[src/source/execute_macros.svh]
`ifndef EXECUTE_MACROS_SVH
`define EXECUTE_MACROS_SVH

`define DATA_W 16

// alu operation codes
`define ALU_ADD 3'd0
`define ALU_OR  3'd1
`define ALU_XOR 3'd2
`define ALU_AND 3'd3
`define ALU_RLL 3'd4
`define ALU_SLL 3'd5
`define ALU_ROR 3'd6
`define ALU_SRL 3'd7

// branch conditions on the tested register
`define BR_NONE 3'd0
`define BR_EQZ  3'd1
`define BR_NEZ  3'd2
`define BR_LTZ  3'd3
`define BR_GEZ  3'd4

`define SET_EQ 2'd0
`define SET_LT 2'd1
`define SET_LE 2'd2
`define SET_CO 2'd3

// xx bypass select, code 2 gives zero
`define XX_SPEC  2'd0
`define XX_PCINC 2'd1
`define XX_ALU   2'd3

// mw bypass select
`define XM_SPEC  2'd0
`define XM_PCINC 2'd1
`define XM_MEM   2'd2
`define XM_ALU   2'd3

`endif

[src/source/execute_pkg.sv]
`include "execute_macros.svh"

package execute_pkg;

  typedef struct packed {
    logic [2:0] aluOp;
    logic       invA;
    logic       invB;
    logic       cin;
  } aluCtrl_t;

  // change of flow controls from decode
  typedef struct packed {
    logic       immSrc;
    logic       aluJump;
    logic       jump;
    logic [2:0] brControl;
  } flowCtrl_t;

  typedef struct packed {
    logic       setIf;
    logic [1:0] setControl;
    logic       btr;
    logic       lbi;
    logic       stu;
  } specCtrl_t;

  // forwarding enables and source selects from hazard logic
  typedef struct packed {
    logic       fwdXxA;
    logic       fwdXxB;
    logic       fwdXmA;
    logic       fwdXmB;
    logic [1:0] xxSel;
    logic [1:0] xmSel;
  } fwdCtrl_t;

  typedef struct packed {
    logic [`DATA_W-1:0] specOps;
    logic [`DATA_W-1:0] pcInc;
    logic [`DATA_W-1:0] aluOut;
  } xmBypass_t;

  typedef struct packed {
    logic [`DATA_W-1:0] specOps;
    logic [`DATA_W-1:0] pcInc;
    logic [`DATA_W-1:0] readMemData;
    logic [`DATA_W-1:0] aluOut;
  } mwBypass_t;

  // sf is the signed less-than, result sign xor overflow
  typedef struct packed {
    logic zf;
    logic sf;
    logic of;
    logic cf;
  } aluFlags_t;

  // immediates arrive already sign or zero extended
  typedef struct packed {
    logic [`DATA_W-1:0] pc;
    logic [`DATA_W-1:0] aluA;
    logic [`DATA_W-1:0] aluB;
    logic [`DATA_W-1:0] read2Data;
    logic [`DATA_W-1:0] imm11;
    logic [`DATA_W-1:0] imm8;
  } exOperands_t;

  typedef struct packed {
    logic        valid;
    logic        halt;
    exOperands_t ops;
    aluCtrl_t    aluCtrl;
    flowCtrl_t   flowCtrl;
    specCtrl_t   specCtrl;
    fwdCtrl_t    fwdCtrl;
  } exIn_t;

  typedef struct packed {
    logic               valid;
    logic               halt;
    logic [`DATA_W-1:0] nextPc;
    logic [`DATA_W-1:0] aluOut;
    logic [`DATA_W-1:0] outData;
    logic [`DATA_W-1:0] specOps;
    logic               flush;
  } xmReg_t;

endpackage

[src/source/forward_unit.sv]
`include "execute_macros.svh"

module forward_unit (
  input  execute_pkg::exOperands_t ops,
  input  execute_pkg::fwdCtrl_t    fwd,
  input  logic                     stu,
  input  execute_pkg::xmBypass_t   xm,
  input  execute_pkg::mwBypass_t   mw,
  output logic [`DATA_W-1:0]       finalA,
  output logic [`DATA_W-1:0]       finalB,
  output logic [`DATA_W-1:0]       finalStore
);

  logic [`DATA_W-1:0] xxVal;
  logic [`DATA_W-1:0] mwVal;
  logic [`DATA_W-1:0] mwA;
  logic [`DATA_W-1:0] mwB;
  logic [`DATA_W-1:0] mwStore;

  // value taken from the xm register, code 2 has no source
  always_comb begin
    case (fwd.xxSel)
      `XX_SPEC:  xxVal = xm.specOps;
      `XX_PCINC: xxVal = xm.pcInc;
      `XX_ALU:   xxVal = xm.aluOut;
      default:   xxVal = '0;
    endcase
  end

  always_comb begin
    case (fwd.xmSel)
      `XM_SPEC:  mwVal = mw.specOps;
      `XM_PCINC: mwVal = mw.pcInc;
      `XM_MEM:   mwVal = mw.readMemData;
      default:   mwVal = mw.aluOut;
    endcase
  end

  // mw forward first, then the younger xx forward overrides it
  assign mwA    = fwd.fwdXmA ? mwVal : ops.aluA;
  assign finalA = fwd.fwdXxA ? xxVal : mwA;

  // stu puts the immediate on B, so B keeps aluB
  assign mwB    = (fwd.fwdXmB && !stu) ? mwVal : ops.aluB;
  assign finalB = (fwd.fwdXxB && !stu) ? xxVal : mwB;

  assign mwStore    = fwd.fwdXmB ? mwVal : ops.read2Data;
  assign finalStore = fwd.fwdXxB ? xxVal : mwStore;

  always_comb begin
    assert (!((fwd.fwdXxA || fwd.fwdXxB) && fwd.xxSel == 2'd2))
      else $error("xx forward active with empty select code");
  end

endmodule

[src/source/alu.sv]
`include "execute_macros.svh"

module alu (
  input  logic [`DATA_W-1:0]   inA,
  input  logic [`DATA_W-1:0]   inB,
  input  execute_pkg::aluCtrl_t ctrl,
  output logic [`DATA_W-1:0]   result,
  output execute_pkg::aluFlags_t flags
);

  logic [`DATA_W-1:0]   opA;
  logic [`DATA_W-1:0]   opB;
  logic [`DATA_W:0]     sum;
  logic [3:0]           shAmt;
  logic [2*`DATA_W-1:0] rotLeft;
  logic [2*`DATA_W-1:0] rotRight;
  logic                 overflow;

  // inversion applies to every operation, so andn comes from and with invB
  assign opA = ctrl.invA ? ~inA : inA;
  assign opB = ctrl.invB ? ~inB : inB;

  // 17 bit sum keeps the carry out
  assign sum = {1'b0, opA} + {1'b0, opB} + {{`DATA_W{1'b0}}, ctrl.cin};

  assign shAmt = opB[3:0];

  // rotate through a doubled copy of the operand
  assign rotLeft  = {opA, opA} << shAmt;
  assign rotRight = {opA, opA} >> shAmt;

  // signed overflow when both addends agree in sign and the sum does not
  assign overflow = (opA[`DATA_W-1] == opB[`DATA_W-1]) &&
                    (sum[`DATA_W-1] != opA[`DATA_W-1]);

  always_comb begin
    case (ctrl.aluOp)
      `ALU_ADD: result = sum[`DATA_W-1:0];
      `ALU_OR:  result = opA | opB;
      `ALU_XOR: result = opA ^ opB;
      `ALU_AND: result = opA & opB;
      `ALU_RLL: result = rotLeft[2*`DATA_W-1:`DATA_W];
      `ALU_SLL: result = opA << shAmt;
      `ALU_ROR: result = rotRight[`DATA_W-1:0];
      `ALU_SRL: result = opA >> shAmt;
      default:  result = sum[`DATA_W-1:0];
    endcase
  end

  // zf follows the selected result, the rest come from the adder
  assign flags.zf = (result == '0);
  assign flags.sf = sum[`DATA_W-1] ^ overflow;
  assign flags.of = overflow;
  assign flags.cf = sum[`DATA_W];

endmodule

[src/source/special_ops.sv]
`include "execute_macros.svh"

module special_ops (
  input  logic [`DATA_W-1:0]     opA,
  input  logic [`DATA_W-1:0]     imm8,
  input  execute_pkg::specCtrl_t  ctrl,
  input  execute_pkg::aluFlags_t  flags,
  output logic [`DATA_W-1:0]     specOps
);

  logic               setBit;
  logic [`DATA_W-1:0] reversed;
  logic [`DATA_W-1:0] slbi;

  // condition picked by the set code, flags come from a subtract
  always_comb begin
    case (ctrl.setControl)
      `SET_EQ: setBit = flags.zf;
      `SET_LT: setBit = flags.sf;
      `SET_LE: setBit = flags.sf | flags.zf;
      default: setBit = flags.cf;
    endcase
  end

  always_comb begin
    for (int i = 0; i < `DATA_W; i++) begin
      reversed[i] = opA[`DATA_W-1-i];
    end
  end

  // shift and load byte, old low byte moves up
  assign slbi = {opA[7:0], imm8[7:0]};

  always_comb begin
    if (ctrl.setIf) begin
      specOps = {{(`DATA_W-1){1'b0}}, setBit};
    end else if (ctrl.lbi) begin
      specOps = imm8;
    end else if (ctrl.btr) begin
      specOps = reversed;
    end else begin
      specOps = slbi;
    end
  end

endmodule

[src/source/execute.sv]
`include "execute_macros.svh"

module execute (
  input  execute_pkg::exIn_t      exIn,
  input  execute_pkg::xmBypass_t  xm,
  input  execute_pkg::mwBypass_t  mw,
  output execute_pkg::xmReg_t     result
);

  import execute_pkg::*;

  logic [`DATA_W-1:0] finalA;
  logic [`DATA_W-1:0] finalB;
  logic [`DATA_W-1:0] finalStore;
  logic [`DATA_W-1:0] aluOut;
  logic [`DATA_W-1:0] specOps;
  logic [`DATA_W-1:0] jumpOffset;
  logic [`DATA_W-1:0] jumpTarget;
  aluFlags_t          aluFlags;
  aluCtrl_t           pcCtrl;
  logic               brSel;
  logic               takeFlow;

  forward_unit fwdUnit (
    .ops        (exIn.ops),
    .fwd        (exIn.fwdCtrl),
    .stu        (exIn.specCtrl.stu),
    .xm         (xm),
    .mw         (mw),
    .finalA     (finalA),
    .finalB     (finalB),
    .finalStore (finalStore)
  );

  alu mainAlu (
    .inA    (finalA),
    .inB    (finalB),
    .ctrl   (exIn.aluCtrl),
    .result (aluOut),
    .flags  (aluFlags)
  );

  special_ops specUnit (
    .opA     (finalA),
    .imm8    (exIn.ops.imm8),
    .ctrl    (exIn.specCtrl),
    .flags   (aluFlags),
    .specOps (specOps)
  );

  // second alu as a plain adder for pc relative targets
  assign pcCtrl     = '{aluOp: `ALU_ADD, invA: 1'b0, invB: 1'b0, cin: 1'b0};
  assign jumpOffset = exIn.flowCtrl.immSrc ? exIn.ops.imm8 : exIn.ops.imm11;

  alu pcAdder (
    .inA    (exIn.ops.pc),
    .inB    (jumpOffset),
    .ctrl   (pcCtrl),
    .result (jumpTarget),
    .flags  ()
  );

  // the alu passes the tested register through, so its flags describe it
  always_comb begin
    case (exIn.flowCtrl.brControl)
      `BR_EQZ: brSel = aluFlags.zf;
      `BR_NEZ: brSel = ~aluFlags.zf;
      `BR_LTZ: brSel = aluFlags.sf;
      `BR_GEZ: brSel = ~aluFlags.sf;
      default: brSel = 1'b0;
    endcase
  end

  assign takeFlow = brSel | exIn.flowCtrl.jump;

  always_comb begin
    result.valid   = exIn.valid;
    result.halt    = exIn.halt;
    result.aluOut  = aluOut;
    result.specOps = specOps;
    // register jumps win over relative targets
    if (exIn.flowCtrl.aluJump) begin
      result.nextPc = aluOut;
    end else if (takeFlow) begin
      result.nextPc = jumpTarget;
    end else begin
      result.nextPc = exIn.ops.pc;
    end
    result.outData = exIn.specCtrl.stu ? finalStore : finalB;
    // only a real instruction can redirect fetch
    result.flush   = exIn.valid & (exIn.flowCtrl.aluJump | takeFlow);
  end

endmodule

[src/source/execute_stage.sv]
`include "execute_macros.svh"

module execute_stage (
  input  logic                    clk,
  input  logic                    rstN,
  input  logic                    stall,
  input  execute_pkg::exIn_t      exIn,
  input  execute_pkg::xmBypass_t  xmBypass,
  input  execute_pkg::mwBypass_t  mwBypass,
  output execute_pkg::xmReg_t     xmOut
);

  import execute_pkg::*;

  xmReg_t nextXm;

  execute datapath (
    .exIn   (exIn),
    .xm     (xmBypass),
    .mw     (mwBypass),
    .result (nextXm)
  );

  // xm register, payload fields only load and have no reset
  always_ff @(posedge clk) begin
    if (!rstN) begin
      xmOut.valid <= 1'b0;
      xmOut.halt  <= 1'b0;
      xmOut.flush <= 1'b0;
    end else if (!stall) begin
      xmOut.valid   <= nextXm.valid;
      // a bubble must not carry a halt down the pipe
      xmOut.halt    <= nextXm.valid & nextXm.halt;
      xmOut.flush   <= nextXm.flush;
      xmOut.nextPc  <= nextXm.nextPc;
      xmOut.aluOut  <= nextXm.aluOut;
      xmOut.outData <= nextXm.outData;
      xmOut.specOps <= nextXm.specOps;
    end
  end

  stallHold: assert property (@(posedge clk) disable iff (!rstN) stall |=> $stable(xmOut));

  flushValid: assert property (@(posedge clk) disable iff (!rstN) xmOut.flush |-> xmOut.valid);

endmodule

[config.mk]
export PLATFORM = sky130hd
export DESIGN_NAME = execute_stage
export DESIGN_NICKNAME = d
export VERILOG_FILES = /design/src/source/execute_pkg.sv /design/src/source/forward_unit.sv /design/src/source/alu.sv /design/src/source/special_ops.sv /design/src/source/execute.sv /design/src/source/execute_stage.sv
export VERILOG_INCLUDE_DIRS = /design/src /design/src/source
export SDC_FILE = /design/constraint.sdc
export NUM_CORES = 1
export LEC_CHECK = 0
export ABC_AREA = 1
export ABC_CLOCK_PERIOD_IN_PS = 6300
export BUFFER_PORTS_ARGS = -buffer_cell sky130_fd_sc_hd__buf_2
export CAP_MARGIN = 20
export CORE_ASPECT_RATIO = 0.6
export CORE_MARGIN = 4
export CORE_UTILIZATION = 44
export CTS_CLUSTER_DIAMETER = 100
export DETAILED_ROUTE_END_ITERATION = 10
export HOLD_SLACK_MARGIN = 0.1
export PLACE_DENSITY_LB_ADDON = 0.2
export SLEW_MARGIN = 20
export SYNTH_ARGS = -nofsm -noshare
export SYNTH_HDL_FRONTEND = slang
export SYNTH_SLANG_ARGS = --single-unit
[constraint.sdc]
create_clock -name clk -period 6.3 [get_ports clk]
set_input_delay 1.26 -clock clk [delete_from_list [all_inputs] [get_ports clk]]
set_output_delay 1.26 -clock clk [all_outputs]
set_load 0.005 [all_outputs]
==> summary.md <==
| Metric | Value |
|---|---|
| Status | finished, final reports clean |
| Drt initial violations | 1471 |
| Die H | 121.2 um |
| Wire length per cell | ~20 um |
| Seq/Total Area, Yosys | 21.08% |
| Most frequent cell after synthesis | nand2_1 |
| Initial antenna violation count | 2 |
| Arr. time, crit path | between 6000 and 7000 ps |
| # diodes | 0 |
| Initial Utilization | 44.81% |
| Most used cell, CP | nand2_1 |
| CTS tree | yes |
| Yosys cell types | 52 |
| Synth top area cells | edfxtp_1 (20%), nand2_1 (20%), nand3_1 (14%) |
| Post-synth top area share | 20.44% |
| Total CTS buffers | 9 |
| Clock latency reported for the late side of the worst-skew pair | 350 ps |
| Largest register FFs | between 60 and 70 |
| Clock root cell | clkbuf_16 |
| Slew headroom | 37.34% |
| Vias in the first global route | 10840 |
| CP peak stage delay | ~410 ps |
| Slowest stage cell, crit path | ha_1 |
| Ports | 306 |
| Worst setup EP type | flip-flop |
| Core box area | 0.02098 sq mm |
| Nets | 2100 |
| Most used routing layer | met1 |
| CP top delay family | simple AND/OR/NAND/NOR gates |
| Leakage power | 5.858 nW |
| Hold Buf Count CTS | 0 |
| Die Wd | ~200 um |
| Max Transition Viols Final | 0 |
| Async SR Flop Fraction | 0% |
| First-pass GRT wire length | about 63000 um |
| Synth top cells by count | nand2_1 (507), nand3_1 (259), inv_1 (122), a21oi_1 (94), o21ai_0 (84) |
| Fillers | 2203 |
| Total gr overflow | 0 |
| Register-to-register path setup slack | 5710 ps |
| Crit path buf inv count | 5 |
| Kind of critical path | in2reg |
| Area Overhead vs Synth | 22.03% |
| Die ar. | 0.02385 sq mm |
| Clock Skew | 0 ps |
| Final setup violation count | 0 |
| VDD IR-drop max | 0.1149 mV |
| Cells after Synth | 1533 |
| GR Layer Usage met1 | 51.17% |
| M3 GR Usage | 10.24% |
| Worst hold path type | reg2reg |
| Maximum operating frequency | around 0.17 GHz |
| Min Tclk post-route | between 5000 and 6000 ps |
| PD cells | 203.4 mW/mm^2 |
| YS warnings | 0 |
| Post-synthesis register bit count | 67 |
| Clock buffer depth | 2 |
| H-tree Lvls | 3 |
| DR vias/cell | 5.831 |
| Synth Cell Area | 0.009402 sq mm |
| Number of nets with antenna violations after routing | 0 |
| Total clock sinks | between 60 and 70 |
| GPL Wtd Cong | 1.040 |
| Share of cells above drive strength 1 | 22.81% |
| Largest registers | xmOut: 67 flops |
| Area leader, netlist | edfxtp_1 |
| Crit share post-route | a little over nine tenths |
| DRC Markers | 0 |
| Clock transition at path regs | roughly 60 ps |
| Setup TNS | 0 ps |
| Reg with most FFs | xmOut |
| Max cap viols | 0 |
| Startpoint types | primary input |
| Worst-Margin Slew | 937.7 ps |
| Final WL | approximately 42000 um |
| Main synth FF type | edfxtp_1 |
| Multi-input gate area | 0.006538 sq mm |
| Largest net degree at the start of global routing | 38 |
| Post-synth EDFFs | 64 |
| Num rows | between 40 and 50 |
| Synthesized Nets | approximately 1800 |
| DR pass1 iterations | 6 |
| Req. time, crit path | 6400 ps |
| Hold_ws | 475.3 ps |
| Worst-path maximum fanout | 19 |
| I/O Buffers | 305 |
| Reg area | 0.001982 sq mm |
| Total GRT Usage | 34.26% |
| Syn_area_per_cell | 6.133 sq um |
| Endpoints failing hold | 0 |
| Met2 Track Usage GR | 48.82% |
| Vias post-DR | 12210 |
| RSZ-0062 raised after global routing | false |
| Post-DP HPWL | 34920 um |
-- worst register-to-register path, stage by stage (launching register included) --
cell	delay (ps)
dfxtp_1	330
nand2_1	50
a21oi_1	140
-- kinds of logic (layout without fill, tap and decap cells) --
logic type / Yosys count / in the layout / synth area share, %
buffers and inverters: 210 / 492 / 9.595
xor gates and xnor gates: 36 / 36 / 3.553
and+or+nand+nor: 914 / 914 / 42.75
adders and majority gates: 51 / 51 / 7.027
DFF: 67 / 67 / 21.08
AOI/OAI and AO/OA: 243 / 243 / 14.57
muxes: 12 / 12 / 1.424
-- stage by stage --
| stage | setup WS [ps] | instance area [sq um] | util [%] | power [W] | instances |
|---|---|---|---|---|---|
| final | 370.4 | 11470 | 54.68 | 0.002333 | 2094 |
| after global routing | 0.6377 | 11470 | 54.68 | 0.002486 | 2094 |
| after CTS | 381.1 | 11460 | 54.63 | 0.002298 | 2094 |
| after detailed placement | 36.65 | 11190 | 53.31 | 0.001804 | 2078 |
| after global placement | 130.3 | 11190 | 53.31 | 0.001801 | 2078 |
| after floorplan | 693.1 | 9402 | - | 0.001393 | 1533 |
-- per-layer routing --
layer,part of all wire [%],routed length (um)
met1,44,18780
met2,40,17070
met3,14,5740
met4,1.9,792
met5,0.031,13
-- report_power, final --
part / switching [W] / internal, W
clock: 0.000229 / 0.000269
combinational: 0.000838 / 0.000431
sequential: 0.0000162 / 0.000550
-- cells in the final DEF, fill, tap and decap left out, types with 3 or more instances in the layout --
cell type	count
nor3_1	5
a21oi_1	94
a221oi_1	5
xnor2_1	3
edfxtp_1	64
inv_1	122
ha_1	48
nand2_1	507
o21ai_0	81
o21ai_1	10
o22ai_1	7
xor2_1	32
o211ai_1	15
dfxtp_1	3
o21bai_1	3
or2_1	11
nand3_1	259
a211oi_1	8
nor2_2	5
nand4_1	34
mux2_2	11
nand4_2	3
buf_4	36
a31oi_1	4
nor2_1	58
or2_2	8
fa_1	3
nand2_2	11
nand3b_1	3
clkbuf_16	9
buf_2	304
o221ai_1	5
clkinv_1	4
inv_2	6
a22oi_1	4
-- layout make-up --
cell class | count | area share [%]
well taps | 279 | 3.043
clock inverters | 7 | 0.4472
multi-input cells | 1256 | 56.99
flip-flops and latches | 67 | 17.28
repair buffers | 342 | 15.86
clock buffers | 9 | 1.963
inverters | 134 | 4.428
-- path summary, 6_finish.rpt --
kind,start,endpoint,cells after the start
max,exIn[1],xmOut[51]$_DFFE_PP_,29
min reg2reg,xmOut[65]$_SDFFE_PN0N_,xmOut[65]$_SDFFE_PN0N_,2
min,xmOut[65]$_SDFFE_PN0N_,xmOut[65]$_SDFFE_PN0N_,2
max reg2reg,xmOut[65]$_SDFFE_PN0N_,xmOut[65]$_SDFFE_PN0N_,2
-- repair_timing --
action | in CTS | in global routing
buffers inserted | 0 | 0
gates resized for setup | 0 | 5
setup endpoints to repair | 0 | 16
Power figures use the tool's default switching activity.
